===== config.mk =====
export PLATFORM = sky130hd
export DESIGN_NAME = mci_top
export DESIGN_NICKNAME = d
export VERILOG_FILES = /design/src/hw/mci_pkg.sv /design/src/hw/mci_apb_regs.sv /design/src/hw/mci_boot_seqr.sv /design/src/hw/mci_top.sv /design/src/hw/mci_wdt.sv
export SDC_FILE = /design/constraint.sdc
export NUM_CORES = 1
export LEC_CHECK = 0
export CORE_ASPECT_RATIO = 1.1
export CORE_MARGIN = 2
export CORE_UTILIZATION = 50
export DETAILED_ROUTE_END_ITERATION = 10
export DONT_BUFFER_PORTS = 1
export MAX_ROUTING_LAYER = met4
export PLACE_DENSITY = 0.71
export SLEW_MARGIN = 20
export SYNTH_ARGS = -nofsm -noshare
export SYNTH_HDL_FRONTEND = slang
export SYNTH_HIERARCHICAL = 1
export SYNTH_SLANG_ARGS = --single-unit

===== constraint.sdc =====
create_clock -name clk -period 2.6 [get_ports clk]
set_input_delay 0.52 -clock clk [delete_from_list [all_inputs] [get_ports clk]]
set_output_delay 0.52 -clock clk [all_outputs]
set_load 0.02 [all_outputs]

===== src/hw/mci_pkg.sv =====
package mci_pkg;

    //////////////////////////////////////////////////
    // Widths
    //////////////////////////////////////////////////
    localparam int DATA_W = 32;
    localparam int ADDR_W = 8;

    // CSR byte offsets
    typedef enum logic [ADDR_W-1:0] {
        BOOT_GO           = 8'h00,
        RESET_REQUEST     = 8'h04,
        WDT_EN            = 8'h08,
        WDT_RESTART       = 8'h0C,
        WDT_PERIOD1       = 8'h10,
        WDT_PERIOD2       = 8'h14,
        WDT_STATUS        = 8'h18,
        ERR_FATAL_STS     = 8'h1C,
        ERR_FATAL_MASK    = 8'h20,
        ERR_NONFATAL_STS  = 8'h24,
        ERR_NONFATAL_MASK = 8'h28,
        GENERIC_OUT       = 8'h2C,
        GENERIC_IN        = 8'h30,
        BOOT_STATUS       = 8'h34
    } mci_reg_addr_e;

    // Boot FSM states as reported in BOOT_STATUS
    typedef enum logic [2:0] {
        BOOT_IDLE    = 3'd0,
        BOOT_LCC     = 3'd1,
        BOOT_FUSE    = 3'd2,
        BOOT_CPTRA   = 3'd3,
        BOOT_MCU_UP  = 3'd4,
        BOOT_MCU_RST = 3'd5
    } mci_boot_state_e;

    //////////////////////////////////////////////////
    // Bundles between blocks
    //////////////////////////////////////////////////
    typedef struct packed {
        logic              psel;
        logic              penable;
        logic              pwrite;
        logic [ADDR_W-1:0] paddr;
        logic [DATA_W-1:0] pwdata;
    } apb_req_t;

    typedef struct packed {
        logic [DATA_W-1:0] prdata;
        logic              pready;
        logic              pslverr;
    } apb_rsp_t;

    typedef struct packed {
        logic              en;
        logic              restart;
        logic [DATA_W-1:0] period1;
        logic [DATA_W-1:0] period2;
    } wdt_cfg_t;

    // Single-cycle timeout strobes
    typedef struct packed {
        logic t1_timeout_p;
        logic t2_timeout_p;
    } wdt_evt_t;

    typedef struct packed {
        logic mcu_boot_go;
        logic mcu_rst_req;
    } boot_ctrl_t;

    typedef struct packed {
        mci_boot_state_e state;
        logic            mcu_reset_once;
    } boot_status_t;

endpackage


===== src/hw/mci_apb_regs.sv =====
`timescale 1ns/100ps

module mci_apb_regs
    import mci_pkg::*;
#(
    parameter int GENERIC_W = 32
) (
    input  logic                 clk,
    input  logic                 arst_n_i,
    input  apb_req_t             apb_req_i,
    output apb_rsp_t             apb_rsp_o,
    output wdt_cfg_t             wdt_cfg_o,
    input  wdt_evt_t             wdt_evt_i,
    output boot_ctrl_t           boot_ctrl_o,
    input  boot_status_t         boot_status_i,
    input  logic [DATA_W-1:0]    agg_error_fatal_i,
    input  logic [DATA_W-1:0]    agg_error_non_fatal_i,
    input  logic [GENERIC_W-1:0] generic_in_i,
    output logic [GENERIC_W-1:0] generic_out_o,
    output logic                 all_error_fatal_o,
    output logic                 all_error_non_fatal_o,
    output logic                 mci_intr_o,
    output logic                 nmi_intr_o
);

    mci_reg_addr_e     reg_addr;
    logic [DATA_W-1:0] wdata;
    logic [DATA_W-1:0] rdata;
    logic              acc_en;
    logic              addr_hit;
    logic              addr_ro;
    logic              wr_en;

    // Storage
    logic              boot_go_q;
    logic              rst_req_q;
    logic              wdt_en_q;
    logic              wdt_restart_q;
    logic [DATA_W-1:0] wdt_period1_q;
    logic [DATA_W-1:0] wdt_period2_q;
    logic [1:0]        wdt_sts_q;
    logic [DATA_W-1:0] fatal_sts_q;
    logic [DATA_W-1:0] fatal_mask_q;
    logic [DATA_W-1:0] nonfatal_sts_q;
    logic [DATA_W-1:0] nonfatal_mask_q;
    logic [GENERIC_W-1:0] generic_out_q;

    // W1C clear vectors
    logic [DATA_W-1:0] fatal_clr;
    logic [DATA_W-1:0] nonfatal_clr;
    logic [1:0]        wdt_clr;

    //////////////////////////////////////////////////
    // APB decode and read mux
    //////////////////////////////////////////////////
    assign reg_addr = mci_reg_addr_e'(apb_req_i.paddr);
    assign wdata    = apb_req_i.pwdata;
    assign acc_en   = apb_req_i.psel & apb_req_i.penable;

    always_comb begin
        addr_hit = 1'b1;
        addr_ro  = 1'b0;
        rdata    = '0;
        case (reg_addr)
            BOOT_GO:           rdata[0] = boot_go_q;
            RESET_REQUEST:     rdata[0] = rst_req_q;
            WDT_EN:            rdata[0] = wdt_en_q;
            WDT_RESTART:       rdata[0] = wdt_restart_q;
            WDT_PERIOD1:       rdata = wdt_period1_q;
            WDT_PERIOD2:       rdata = wdt_period2_q;
            WDT_STATUS:        rdata[1:0] = wdt_sts_q;
            ERR_FATAL_STS:     rdata = fatal_sts_q;
            ERR_FATAL_MASK:    rdata = fatal_mask_q;
            ERR_NONFATAL_STS:  rdata = nonfatal_sts_q;
            ERR_NONFATAL_MASK: rdata = nonfatal_mask_q;
            GENERIC_OUT:       rdata[GENERIC_W-1:0] = generic_out_q;
            GENERIC_IN: begin
                rdata[GENERIC_W-1:0] = generic_in_i;
                addr_ro = 1'b1;
            end
            BOOT_STATUS: begin
                rdata[2:0] = boot_status_i.state;
                rdata[8]   = boot_status_i.mcu_reset_once;
                addr_ro    = 1'b1;
            end
            default:           addr_hit = 1'b0;
        endcase
    end

    // Writes to read-only or unmapped offsets are dropped
    assign wr_en = acc_en & apb_req_i.pwrite & addr_hit & ~addr_ro;

    assign apb_rsp_o.prdata  = rdata;
    assign apb_rsp_o.pready  = acc_en;
    assign apb_rsp_o.pslverr = acc_en & (~addr_hit | (apb_req_i.pwrite & addr_ro));

    assign fatal_clr    = (wr_en && reg_addr == ERR_FATAL_STS) ? wdata : '0;
    assign nonfatal_clr = (wr_en && reg_addr == ERR_NONFATAL_STS) ? wdata : '0;
    assign wdt_clr      = (wr_en && reg_addr == WDT_STATUS) ? wdata[1:0] : 2'b00;

    //////////////////////////////////////////////////
    // Software-written fields
    //////////////////////////////////////////////////
    always_ff @(posedge clk or negedge arst_n_i) begin
        if (!arst_n_i) begin
            boot_go_q       <= 1'b0;
            rst_req_q       <= 1'b0;
            wdt_en_q        <= 1'b0;
            wdt_restart_q   <= 1'b0;
            wdt_period1_q   <= '0;
            wdt_period2_q   <= '0;
            fatal_mask_q    <= '0;
            nonfatal_mask_q <= '0;
            generic_out_q   <= '0;
        end else begin
            // One-cycle strobes
            rst_req_q     <= wr_en && reg_addr == RESET_REQUEST && wdata[0];
            wdt_restart_q <= wr_en && reg_addr == WDT_RESTART && wdata[0];
            if (wr_en) begin
                case (reg_addr)
                    BOOT_GO:           boot_go_q       <= wdata[0];
                    WDT_EN:            wdt_en_q        <= wdata[0];
                    WDT_PERIOD1:       wdt_period1_q   <= wdata;
                    WDT_PERIOD2:       wdt_period2_q   <= wdata;
                    ERR_FATAL_MASK:    fatal_mask_q    <= wdata;
                    ERR_NONFATAL_MASK: nonfatal_mask_q <= wdata;
                    GENERIC_OUT:       generic_out_q   <= wdata[GENERIC_W-1:0];
                    default: ;
                endcase
            end
        end
    end

    // Sticky status; a hardware set beats a same-cycle clear
    always_ff @(posedge clk or negedge arst_n_i) begin
        if (!arst_n_i) begin
            wdt_sts_q             <= 2'b00;
            fatal_sts_q           <= '0;
            nonfatal_sts_q        <= '0;
            all_error_fatal_o     <= 1'b0;
            all_error_non_fatal_o <= 1'b0;
            mci_intr_o            <= 1'b0;
            nmi_intr_o            <= 1'b0;
        end else begin
            wdt_sts_q[0]   <= (wdt_sts_q[0] & ~wdt_clr[0]) | wdt_evt_i.t1_timeout_p;
            wdt_sts_q[1]   <= (wdt_sts_q[1] & ~wdt_clr[1]) | wdt_evt_i.t2_timeout_p;
            fatal_sts_q    <= (fatal_sts_q & ~fatal_clr) | agg_error_fatal_i;
            nonfatal_sts_q <= (nonfatal_sts_q & ~nonfatal_clr) | agg_error_non_fatal_i;
            all_error_fatal_o     <= |(fatal_sts_q & ~fatal_mask_q);
            all_error_non_fatal_o <= |(nonfatal_sts_q & ~nonfatal_mask_q);
            mci_intr_o <= wdt_sts_q[0];
            nmi_intr_o <= wdt_sts_q[1];
        end
    end

    assign wdt_cfg_o.en      = wdt_en_q;
    assign wdt_cfg_o.restart = wdt_restart_q;
    assign wdt_cfg_o.period1 = wdt_period1_q;
    assign wdt_cfg_o.period2 = wdt_period2_q;

    assign boot_ctrl_o.mcu_boot_go = boot_go_q;
    assign boot_ctrl_o.mcu_rst_req = rst_req_q;

    assign generic_out_o = generic_out_q;

endmodule


===== src/hw/mci_boot_seqr.sv =====
`timescale 1ns/100ps

module mci_boot_seqr
    import mci_pkg::*;
#(
    parameter int MCU_RST_CNT_W = 4
) (
    input  logic         clk,
    input  logic         arst_n_i,
    input  boot_ctrl_t   boot_ctrl_i,
    input  logic         lc_done_i,
    input  logic         fc_done_i,
    output logic         lc_init_o,
    output logic         fc_init_o,
    output logic         cptra_rst_b_o,
    output logic         mcu_rst_b_o,
    output boot_status_t boot_status_o
);

    mci_boot_state_e          state_q;
    mci_boot_state_e          state_nxt;
    logic [MCU_RST_CNT_W-1:0] rst_cnt_q;
    logic                     rst_cnt_done;
    logic                     mcu_reset_once_q;

    // Warm reset lasts until the counter wraps
    assign rst_cnt_done = &rst_cnt_q;

    always_comb begin
        state_nxt = state_q;
        case (state_q)
            BOOT_IDLE:    state_nxt = BOOT_LCC;
            BOOT_LCC:     if (lc_done_i) state_nxt = BOOT_FUSE;
            BOOT_FUSE:    if (fc_done_i) state_nxt = BOOT_CPTRA;
            BOOT_CPTRA:   if (boot_ctrl_i.mcu_boot_go) state_nxt = BOOT_MCU_UP;
            BOOT_MCU_UP:  if (boot_ctrl_i.mcu_rst_req) state_nxt = BOOT_MCU_RST;
            BOOT_MCU_RST: if (rst_cnt_done) state_nxt = BOOT_MCU_UP;
            default:      state_nxt = BOOT_IDLE;
        endcase
    end

    //////////////////////////////////////////////////
    // State, counter and registered reset outputs
    //////////////////////////////////////////////////
    always_ff @(posedge clk or negedge arst_n_i) begin
        if (!arst_n_i) begin
            state_q          <= BOOT_IDLE;
            rst_cnt_q        <= '0;
            mcu_reset_once_q <= 1'b0;
            lc_init_o        <= 1'b0;
            fc_init_o        <= 1'b0;
            cptra_rst_b_o    <= 1'b0;
            mcu_rst_b_o      <= 1'b0;
        end else begin
            state_q   <= state_nxt;
            rst_cnt_q <= (state_q == BOOT_MCU_RST) ? rst_cnt_q + 1'b1 : '0;
            if (state_q == BOOT_MCU_RST && rst_cnt_done) begin
                mcu_reset_once_q <= 1'b1;
            end
            // Decoded from next state so the outputs line up with state_q
            lc_init_o     <= (state_nxt == BOOT_LCC);
            fc_init_o     <= (state_nxt == BOOT_FUSE);
            cptra_rst_b_o <= (state_nxt == BOOT_CPTRA) || (state_nxt == BOOT_MCU_UP) ||
                             (state_nxt == BOOT_MCU_RST);
            mcu_rst_b_o   <= (state_nxt == BOOT_MCU_UP);
        end
    end

    assign boot_status_o.state          = state_q;
    assign boot_status_o.mcu_reset_once = mcu_reset_once_q;

endmodule


===== src/hw/mci_top.sv =====
`timescale 1ns/100ps

module mci_top
    import mci_pkg::*;
#(
    parameter int MCU_RST_CNT_W = 4,
    parameter int GENERIC_W     = 32
) (
    input  logic                 clk,
    input  logic                 arst_n_i,
    input  apb_req_t             apb_req_i,
    output apb_rsp_t             apb_rsp_o,
    input  logic                 lc_done_i,
    output logic                 lc_init_o,
    input  logic                 fc_done_i,
    output logic                 fc_init_o,
    output logic                 cptra_rst_b_o,
    output logic                 mcu_rst_b_o,
    input  logic [DATA_W-1:0]    agg_error_fatal_i,
    input  logic [DATA_W-1:0]    agg_error_non_fatal_i,
    input  logic [GENERIC_W-1:0] generic_in_i,
    output logic [GENERIC_W-1:0] generic_out_o,
    output logic                 all_error_fatal_o,
    output logic                 all_error_non_fatal_o,
    output logic                 mci_intr_o,
    output logic                 nmi_intr_o
);

    wdt_cfg_t     wdt_cfg;
    wdt_evt_t     wdt_evt;
    boot_ctrl_t   boot_ctrl;
    boot_status_t boot_status;

    // CSR bank behind APB
    mci_apb_regs #(
        .GENERIC_W(GENERIC_W)
    ) i_mci_apb_regs (
        .clk                  (clk),
        .arst_n_i             (arst_n_i),
        .apb_req_i            (apb_req_i),
        .apb_rsp_o            (apb_rsp_o),
        .wdt_cfg_o            (wdt_cfg),
        .wdt_evt_i            (wdt_evt),
        .boot_ctrl_o          (boot_ctrl),
        .boot_status_i        (boot_status),
        .agg_error_fatal_i    (agg_error_fatal_i),
        .agg_error_non_fatal_i(agg_error_non_fatal_i),
        .generic_in_i         (generic_in_i),
        .generic_out_o        (generic_out_o),
        .all_error_fatal_o    (all_error_fatal_o),
        .all_error_non_fatal_o(all_error_non_fatal_o),
        .mci_intr_o           (mci_intr_o),
        .nmi_intr_o           (nmi_intr_o)
    );

    mci_boot_seqr #(
        .MCU_RST_CNT_W(MCU_RST_CNT_W)
    ) i_boot_seqr (
        .clk          (clk),
        .arst_n_i     (arst_n_i),
        .boot_ctrl_i  (boot_ctrl),
        .lc_done_i    (lc_done_i),
        .fc_done_i    (fc_done_i),
        .lc_init_o    (lc_init_o),
        .fc_init_o    (fc_init_o),
        .cptra_rst_b_o(cptra_rst_b_o),
        .mcu_rst_b_o  (mcu_rst_b_o),
        .boot_status_o(boot_status)
    );

    mci_wdt i_mci_wdt (
        .clk      (clk),
        .arst_n_i (arst_n_i),
        .wdt_cfg_i(wdt_cfg),
        .wdt_evt_o(wdt_evt)
    );

endmodule


===== src/hw/mci_wdt.sv =====
`timescale 1ns/100ps

module mci_wdt
    import mci_pkg::*;
(
    input  logic     clk,
    input  logic     arst_n_i,
    input  wdt_cfg_t wdt_cfg_i,
    output wdt_evt_t wdt_evt_o
);

    // Which stage is counting, or both halted after the second timeout
    typedef enum logic [1:0] {
        WDT_STAGE1 = 2'd0,
        WDT_STAGE2 = 2'd1,
        WDT_HALT   = 2'd2
    } wdt_stage_e;

    wdt_stage_e        stage_q;
    logic [DATA_W-1:0] cnt1_q;
    logic [DATA_W-1:0] cnt2_q;
    logic              run;
    logic              t1_hit;
    logic              t2_hit;

    assign run    = wdt_cfg_i.en & ~wdt_cfg_i.restart;
    assign t1_hit = run && stage_q == WDT_STAGE1 && cnt1_q == wdt_cfg_i.period1;
    assign t2_hit = run && stage_q == WDT_STAGE2 && cnt2_q == wdt_cfg_i.period2;

    //////////////////////////////////////////////////
    // Cascaded counters
    //////////////////////////////////////////////////
    always_ff @(posedge clk or negedge arst_n_i) begin
        if (!arst_n_i) begin
            stage_q <= WDT_STAGE1;
            cnt1_q  <= '0;
            cnt2_q  <= '0;
        end else if (!run) begin
            stage_q <= WDT_STAGE1;
            cnt1_q  <= '0;
            cnt2_q  <= '0;
        end else begin
            case (stage_q)
                WDT_STAGE1: begin
                    if (t1_hit) begin
                        stage_q <= WDT_STAGE2;
                        cnt2_q  <= '0;
                    end else begin
                        cnt1_q <= cnt1_q + 1'b1;
                    end
                end
                WDT_STAGE2: begin
                    if (t2_hit) begin
                        stage_q <= WDT_HALT;
                    end else begin
                        cnt2_q <= cnt2_q + 1'b1;
                    end
                end
                // Halted until restart or disable
                default: ;
            endcase
        end
    end

    assign wdt_evt_o.t1_timeout_p = t1_hit;
    assign wdt_evt_o.t2_timeout_p = t2_hit;

endmodule


After elaboration in Yosys (flattened, before gate mapping). Index checks and enable logic that the tools add are counted.

Add/subtract/negate cells: 3. Equal/unequal tests: 32. Muxes and demuxes: 29. Bitwise gates (word level): 27. Reduce and logical (&&, ||, !) cells: 32.

Operators by type and width (number): 32-bit 2-to-1 mux (8); 23-bit one-hot mux with 8 select lines (1); 32-bit AND (4); 32-bit inverter (4); 32-bit by 1-bit adder with 32-bit output (second input constant) (2); 32-bit equality test (2); 32-bit OR (2); 32-bit one-hot mux with 2 select lines (1); 32-bit OR reduction (2); 8-bit by 6-bit equality test with 1-bit output (second input constant) (6); 5-bit one-hot mux with 8 select lines (1); 8-bit by 5-bit equality test with 1-bit output (second input constant) (4); 1-bit one-hot mux with 9 select lines (2); 3-bit one-hot mux with 6 select lines (1); 8-bit by 4-bit equality test with 1-bit output (second input constant) (2); 2-bit AND reduction (8); 3-bit 2-to-1 mux (5); 1-bit one-hot mux with 14 select lines (1); 14-bit OR reduction (1); 3-bit by 2-bit equality test with 1-bit output (second input constant) (4); 3-bit equality test (second input constant) (4); 1-bit logical AND (12); 3-bit inequality test (second input constant) (4); 1-bit one-hot mux with 10 select lines (1); other kinds (19) (41).

Register bits: 312. Input bits: 143.

Longest topological paths before layout.
Depth in word-level cells: 10. Depth in mapped cells: 9.

Modules after synthesis. The synthesis kept the hierarchy.

Modules (own cells, without submodules): mci_apb_regs (times used 1, cells each 1013, area an instance 11673.7 µm², seq. area each 5855.6 µm²); mci_wdt (times used 1, cells each 481, area an instance 4301.6 µm², seq. area each 1651.6 µm²); mci_boot_seqr (times used 1, cells each 46, area an instance 539.3 µm², seq. area each 300.3 µm²).

Worst setup path before layout. OpenSTA, ideal clock, no wires.

Kind: input port to output port. From: input port apb_req_i[35] (netlist name). To: output port apb_rsp_o[23] (netlist name). Arrival time: 2.239 ns. Required time: 2.080 ns. Path slack: -0.159 ns. Stages: 6. Path buffers: 3. Cell sequence: clkbuf_1 -> buf_1 -> buf_2 -> mux2i_1 -> o22a_1 -> o21ai_0.

RTL lines: start, declared (RTL line mci_top.sv:11) `input apb_req_t apb_req_i,`; end, declared (RTL line mci_top.sv:12) `output apb_rsp_t apb_rsp_o,`.

==> impl_metrics.toml <==
[run_status]
status = "finished, violations left"
violations = "hold timing"

[sta]
tns_ns = 0
fmax_mhz = 386
final-setup-viol-count = 0
min_period_ns = 2.59
finalHoldViolCount = 312
slew_headroom_pct = 47.2
worst_slew_pin_slew_ns = 0.788
worst_slack_ns = 0.00695
min_period_over_period_pct = 99.7
timing.hold.ws_ns = -0.275
drv_slew = 0
fin_skew_ns = 0.0244

[die]
die_h_um = 195
rows = 69
io_pins = 217
die_x_um = 177
initial_core_util_pct = 50.9
coreArea_sq_um = 32500
die-area_sq_um = 34500

[grt]
grt_pass1_wl_mm = 88.2
antenna_found_initial = 5
grt_max_degree = 313
grt_pass1_vias = 13425
overflow = 0
grtUsageTotal_pct = 35.8

[synth]
avgSynthCellArea_sq_um = 10.7
ys_types = 89
yosysTopAreaCellShare_pct = 47.3
synthTopCellsByArea = "dfrtp_1 (47%), mux2_2 (9.6%), xor2_1 (3.1%), mux2_4 (2.7%), xnor2_1 (2.5%)"
ys_dominant_reg_cell = "dfrtp_1"
ys_seq_area_share_pct = 47.3
yosysTopAreaCell = "dfrtp_1"
yosysWarnings = 6
syn_area_sq_um = 16500
synth_edf_count = 0
ys_ff_latch = 312
syn-num-nets = 1686
synthCells = 1540
ys_async_sr_fraction_pct = 100

[worst_setup_path]
reg2reg_to = "i_mci_wdt/cnt2_q[11]"
critical_path_arrival_ns = 2.07
r2r_cells = 9
path_class = "reg -> out"
critPathLaunchType = "flop"
worstPathRequired_ns = 2.08
cp_max_fo = 3
regToRegStartpoint = "i_mci_apb_regs/wdt_period1_q[4]"
endpoint_kind = "primary output"
reg2reg_slack_ns = 0.08

[clock_network]
htreeDepth = 2
cts_num_sinks = 312
cts_buffers = 36
clk_latency_ns = 0.54
root_buffer = "clkbuf_16"
path_clk_slew_ns = 0.06
cts_tree = "yes"
cts_buffer_depth = 3

[cells_and_area]
fillers = 2801
nets = 1738
area_delta_synth_final_pct = 13.9
multi_input_area_sq_um = 8150
ff_latch_area_sq_um = 7810
drive_gt1_share_pct = 25.8
final_core_util_pct = 57.9
fin_cells = 2042

[drt]
drt-wirelength-per-cell_um = 29.2
firstDrtPassIters = 6
drtIter0Drc = 1477
drc = 0
drt_wl_total_mm = 59.6
vias = 13285
ant_nets = 0
viasPerCell = 6.51

[placement]
post-place-ws_ns = -0.0806
port_buffers = 0
dp_hpwl_mm = 43.5
routabilityCongestion = 0.967
place_inst = 1970

[power_and_ir_drop]
cellPowerDensity_nw_per_um2 = 560
p_leak_nw = 8.84
max-vdd-ir-drop_mv = 0.496

[run]
cap_violations = 0

[worst_hold_path]
hold_class = "in -> async"
## cells in the final DEF (no fill, tap or decap), types with 7 or more instances in the layout
master     Yosys  layout
a211oi_1       7       7
nor2b_1       10       9
a31oi_1        7       7
nor2_1        93      92
a21o_1        35      35
mux2i_1       26      26
dfrtp_1      312     309
nor4_1        24      22
mux2_1         8       8
a22oi_1       35      32
mux2_4        30      30
clkbuf_16      0      37
mux2_2       141     141
xor2_1        58      58
nor3_1        22      18
buf_4          8      94
clkbuf_8       2       7
buf_12         0      11
and3_1        19      19
a22o_1        21      21
xnor2_1       48      48
or2_2         27      27
or2_1          8       8
o21ai_0       23      20
a21oi_1       55      54
a221o_1       10       9
nand4_1       35      35
o22ai_1       39      38
nand2b_1       8       8
nand2_1       94      93
nand3_1       52      51
and2_1         8       8
inv_1         74      74
## cells in the mapped netlist (all sizes together), types with 5 or more instances
cell and n:
a221o 10, clkbuf 44, nor3 23, mux4 5, a211oi 7, a32oi 6
nand2b 8, nand2 94, dfrtp 312, inv 74, and2 9, and4 5
or4 6, nor4 29, nand3b 6, xor2 58, mux2i 26, nand3 53
nor2b 10, xnor2 48, a22oi 35, or3 5, a31o 7, nand4 36
mux2 179, buf 47, a21o 35, nor3b 5, o22ai 39, a31oi 7
a21oi 58, o21ai 27, a22o 21, o211ai 6, and3 22, nor2 93
or2 35
## critical path, stage by stage, from the launching register on
cell,delay (ns)
dfrtp_1,0.52
a22o_1,0.27
a211oi_1,0.44
nand2_1,0.30
## layer usage
layer  up-vias  GRT usage (%)  routed length [um]
met4         0           17.1                3380
met2       738           55.7               28200
met1      6683           44.3               22800
met3       184           7.73                5150
li1       5680              -                   -
met5         -              -                   0
## area by class of cell
type	count	area share, %
inverters	75	1.50
flip-flops and latches	312	41.5
clock inverters	8	0.273
diodes	4	0.0532
multi-input cells	1062	43.3
clock buffers	50	5.56
repair buffers	105	4.92
well taps	426	2.83
## power breakdown
part	total (mW)	switching, mW	internal [mW]
clock	4.84	2.05	2.79
sequential	5.09	0.152	4.94
combinational	0.599	0.305	0.294
## worst max-delay path by stage
stage,from,end,cells after the start
after floorplan,apb_req_i[34],apb_rsp_o[8],6
after global placement,apb_req_i[33],apb_rsp_o[26],5
after detailed placement,apb_req_i[33],apb_rsp_o[26],5
after CTS,i_mci_apb_regs/wdt_period1_q[4],i_mci_wdt/cnt1_q[9],8
after global routing,apb_req_i[33],apb_rsp_o[33],5
final,i_mci_apb_regs/generic_out_o[31],apb_rsp_o[33],3
## cells by family (layout without fill, tap and decap cells)
group | Yosys count | count (layout) | share of synthesized area, %
other | 0 | 4 | 0
DFF | 312 | 312 | 47.3
adders and majority gates | 3 | 3 | 0.227
xor gates and xnor gates | 106 | 106 | 5.62
and+or+nand+nor | 450 | 450 | 14.6
AOI/OAI and AO/OA | 293 | 293 | 12.6
buffers and inverters | 166 | 238 | 4.56
muxes | 210 | 210 | 15.1
## flip-flops by register name (all words and copies together), names as in the netlist, 2 cells and up
name,flops
i_mci_apb_regs/nonfatal_mask_q,32
i_mci_wdt/cnt2_q,32
i_mci_apb_regs/wdt_period1_q,32
i_mci_apb_regs/fatal_sts_q,32
i_mci_wdt/cnt1_q,32
i_mci_apb_regs/nonfatal_sts_q,32
i_mci_wdt/stage_q,2
i_mci_apb_regs/wdt_sts_q,2
i_mci_apb_regs/generic_out_o,32
i_mci_apb_regs/fatal_mask_q,32
i_boot_seqr/state_q,3
i_mci_apb_regs/wdt_period2_q,32
i_boot_seqr/rst_cnt_q,4
## stage by stage
step / total power [mW] / cell area, sq um
6_report: 10.5 / 18800
5_1_grt: 10.8 / 18800
4_1_cts: 10.5 / 18700
3_5_place_dp: 5.74 / 17500
3_3_place_gp: 5.73 / 17500
2_1_floorplan: 5.56 / 16500
## repair_timing
| action | 4_1_cts | 5_1_grt |
|---|---|---|
| setup buffers | 4 | 6 |
| gates resized for setup | 9 | 13 |
| pin swaps | 2 | 5 |
| endpoints found under the hold margin | 312 | 312 |
| setup endpoints to repair | 16 | 19 |
Note: power is estimated with default switching activity, not from simulation.
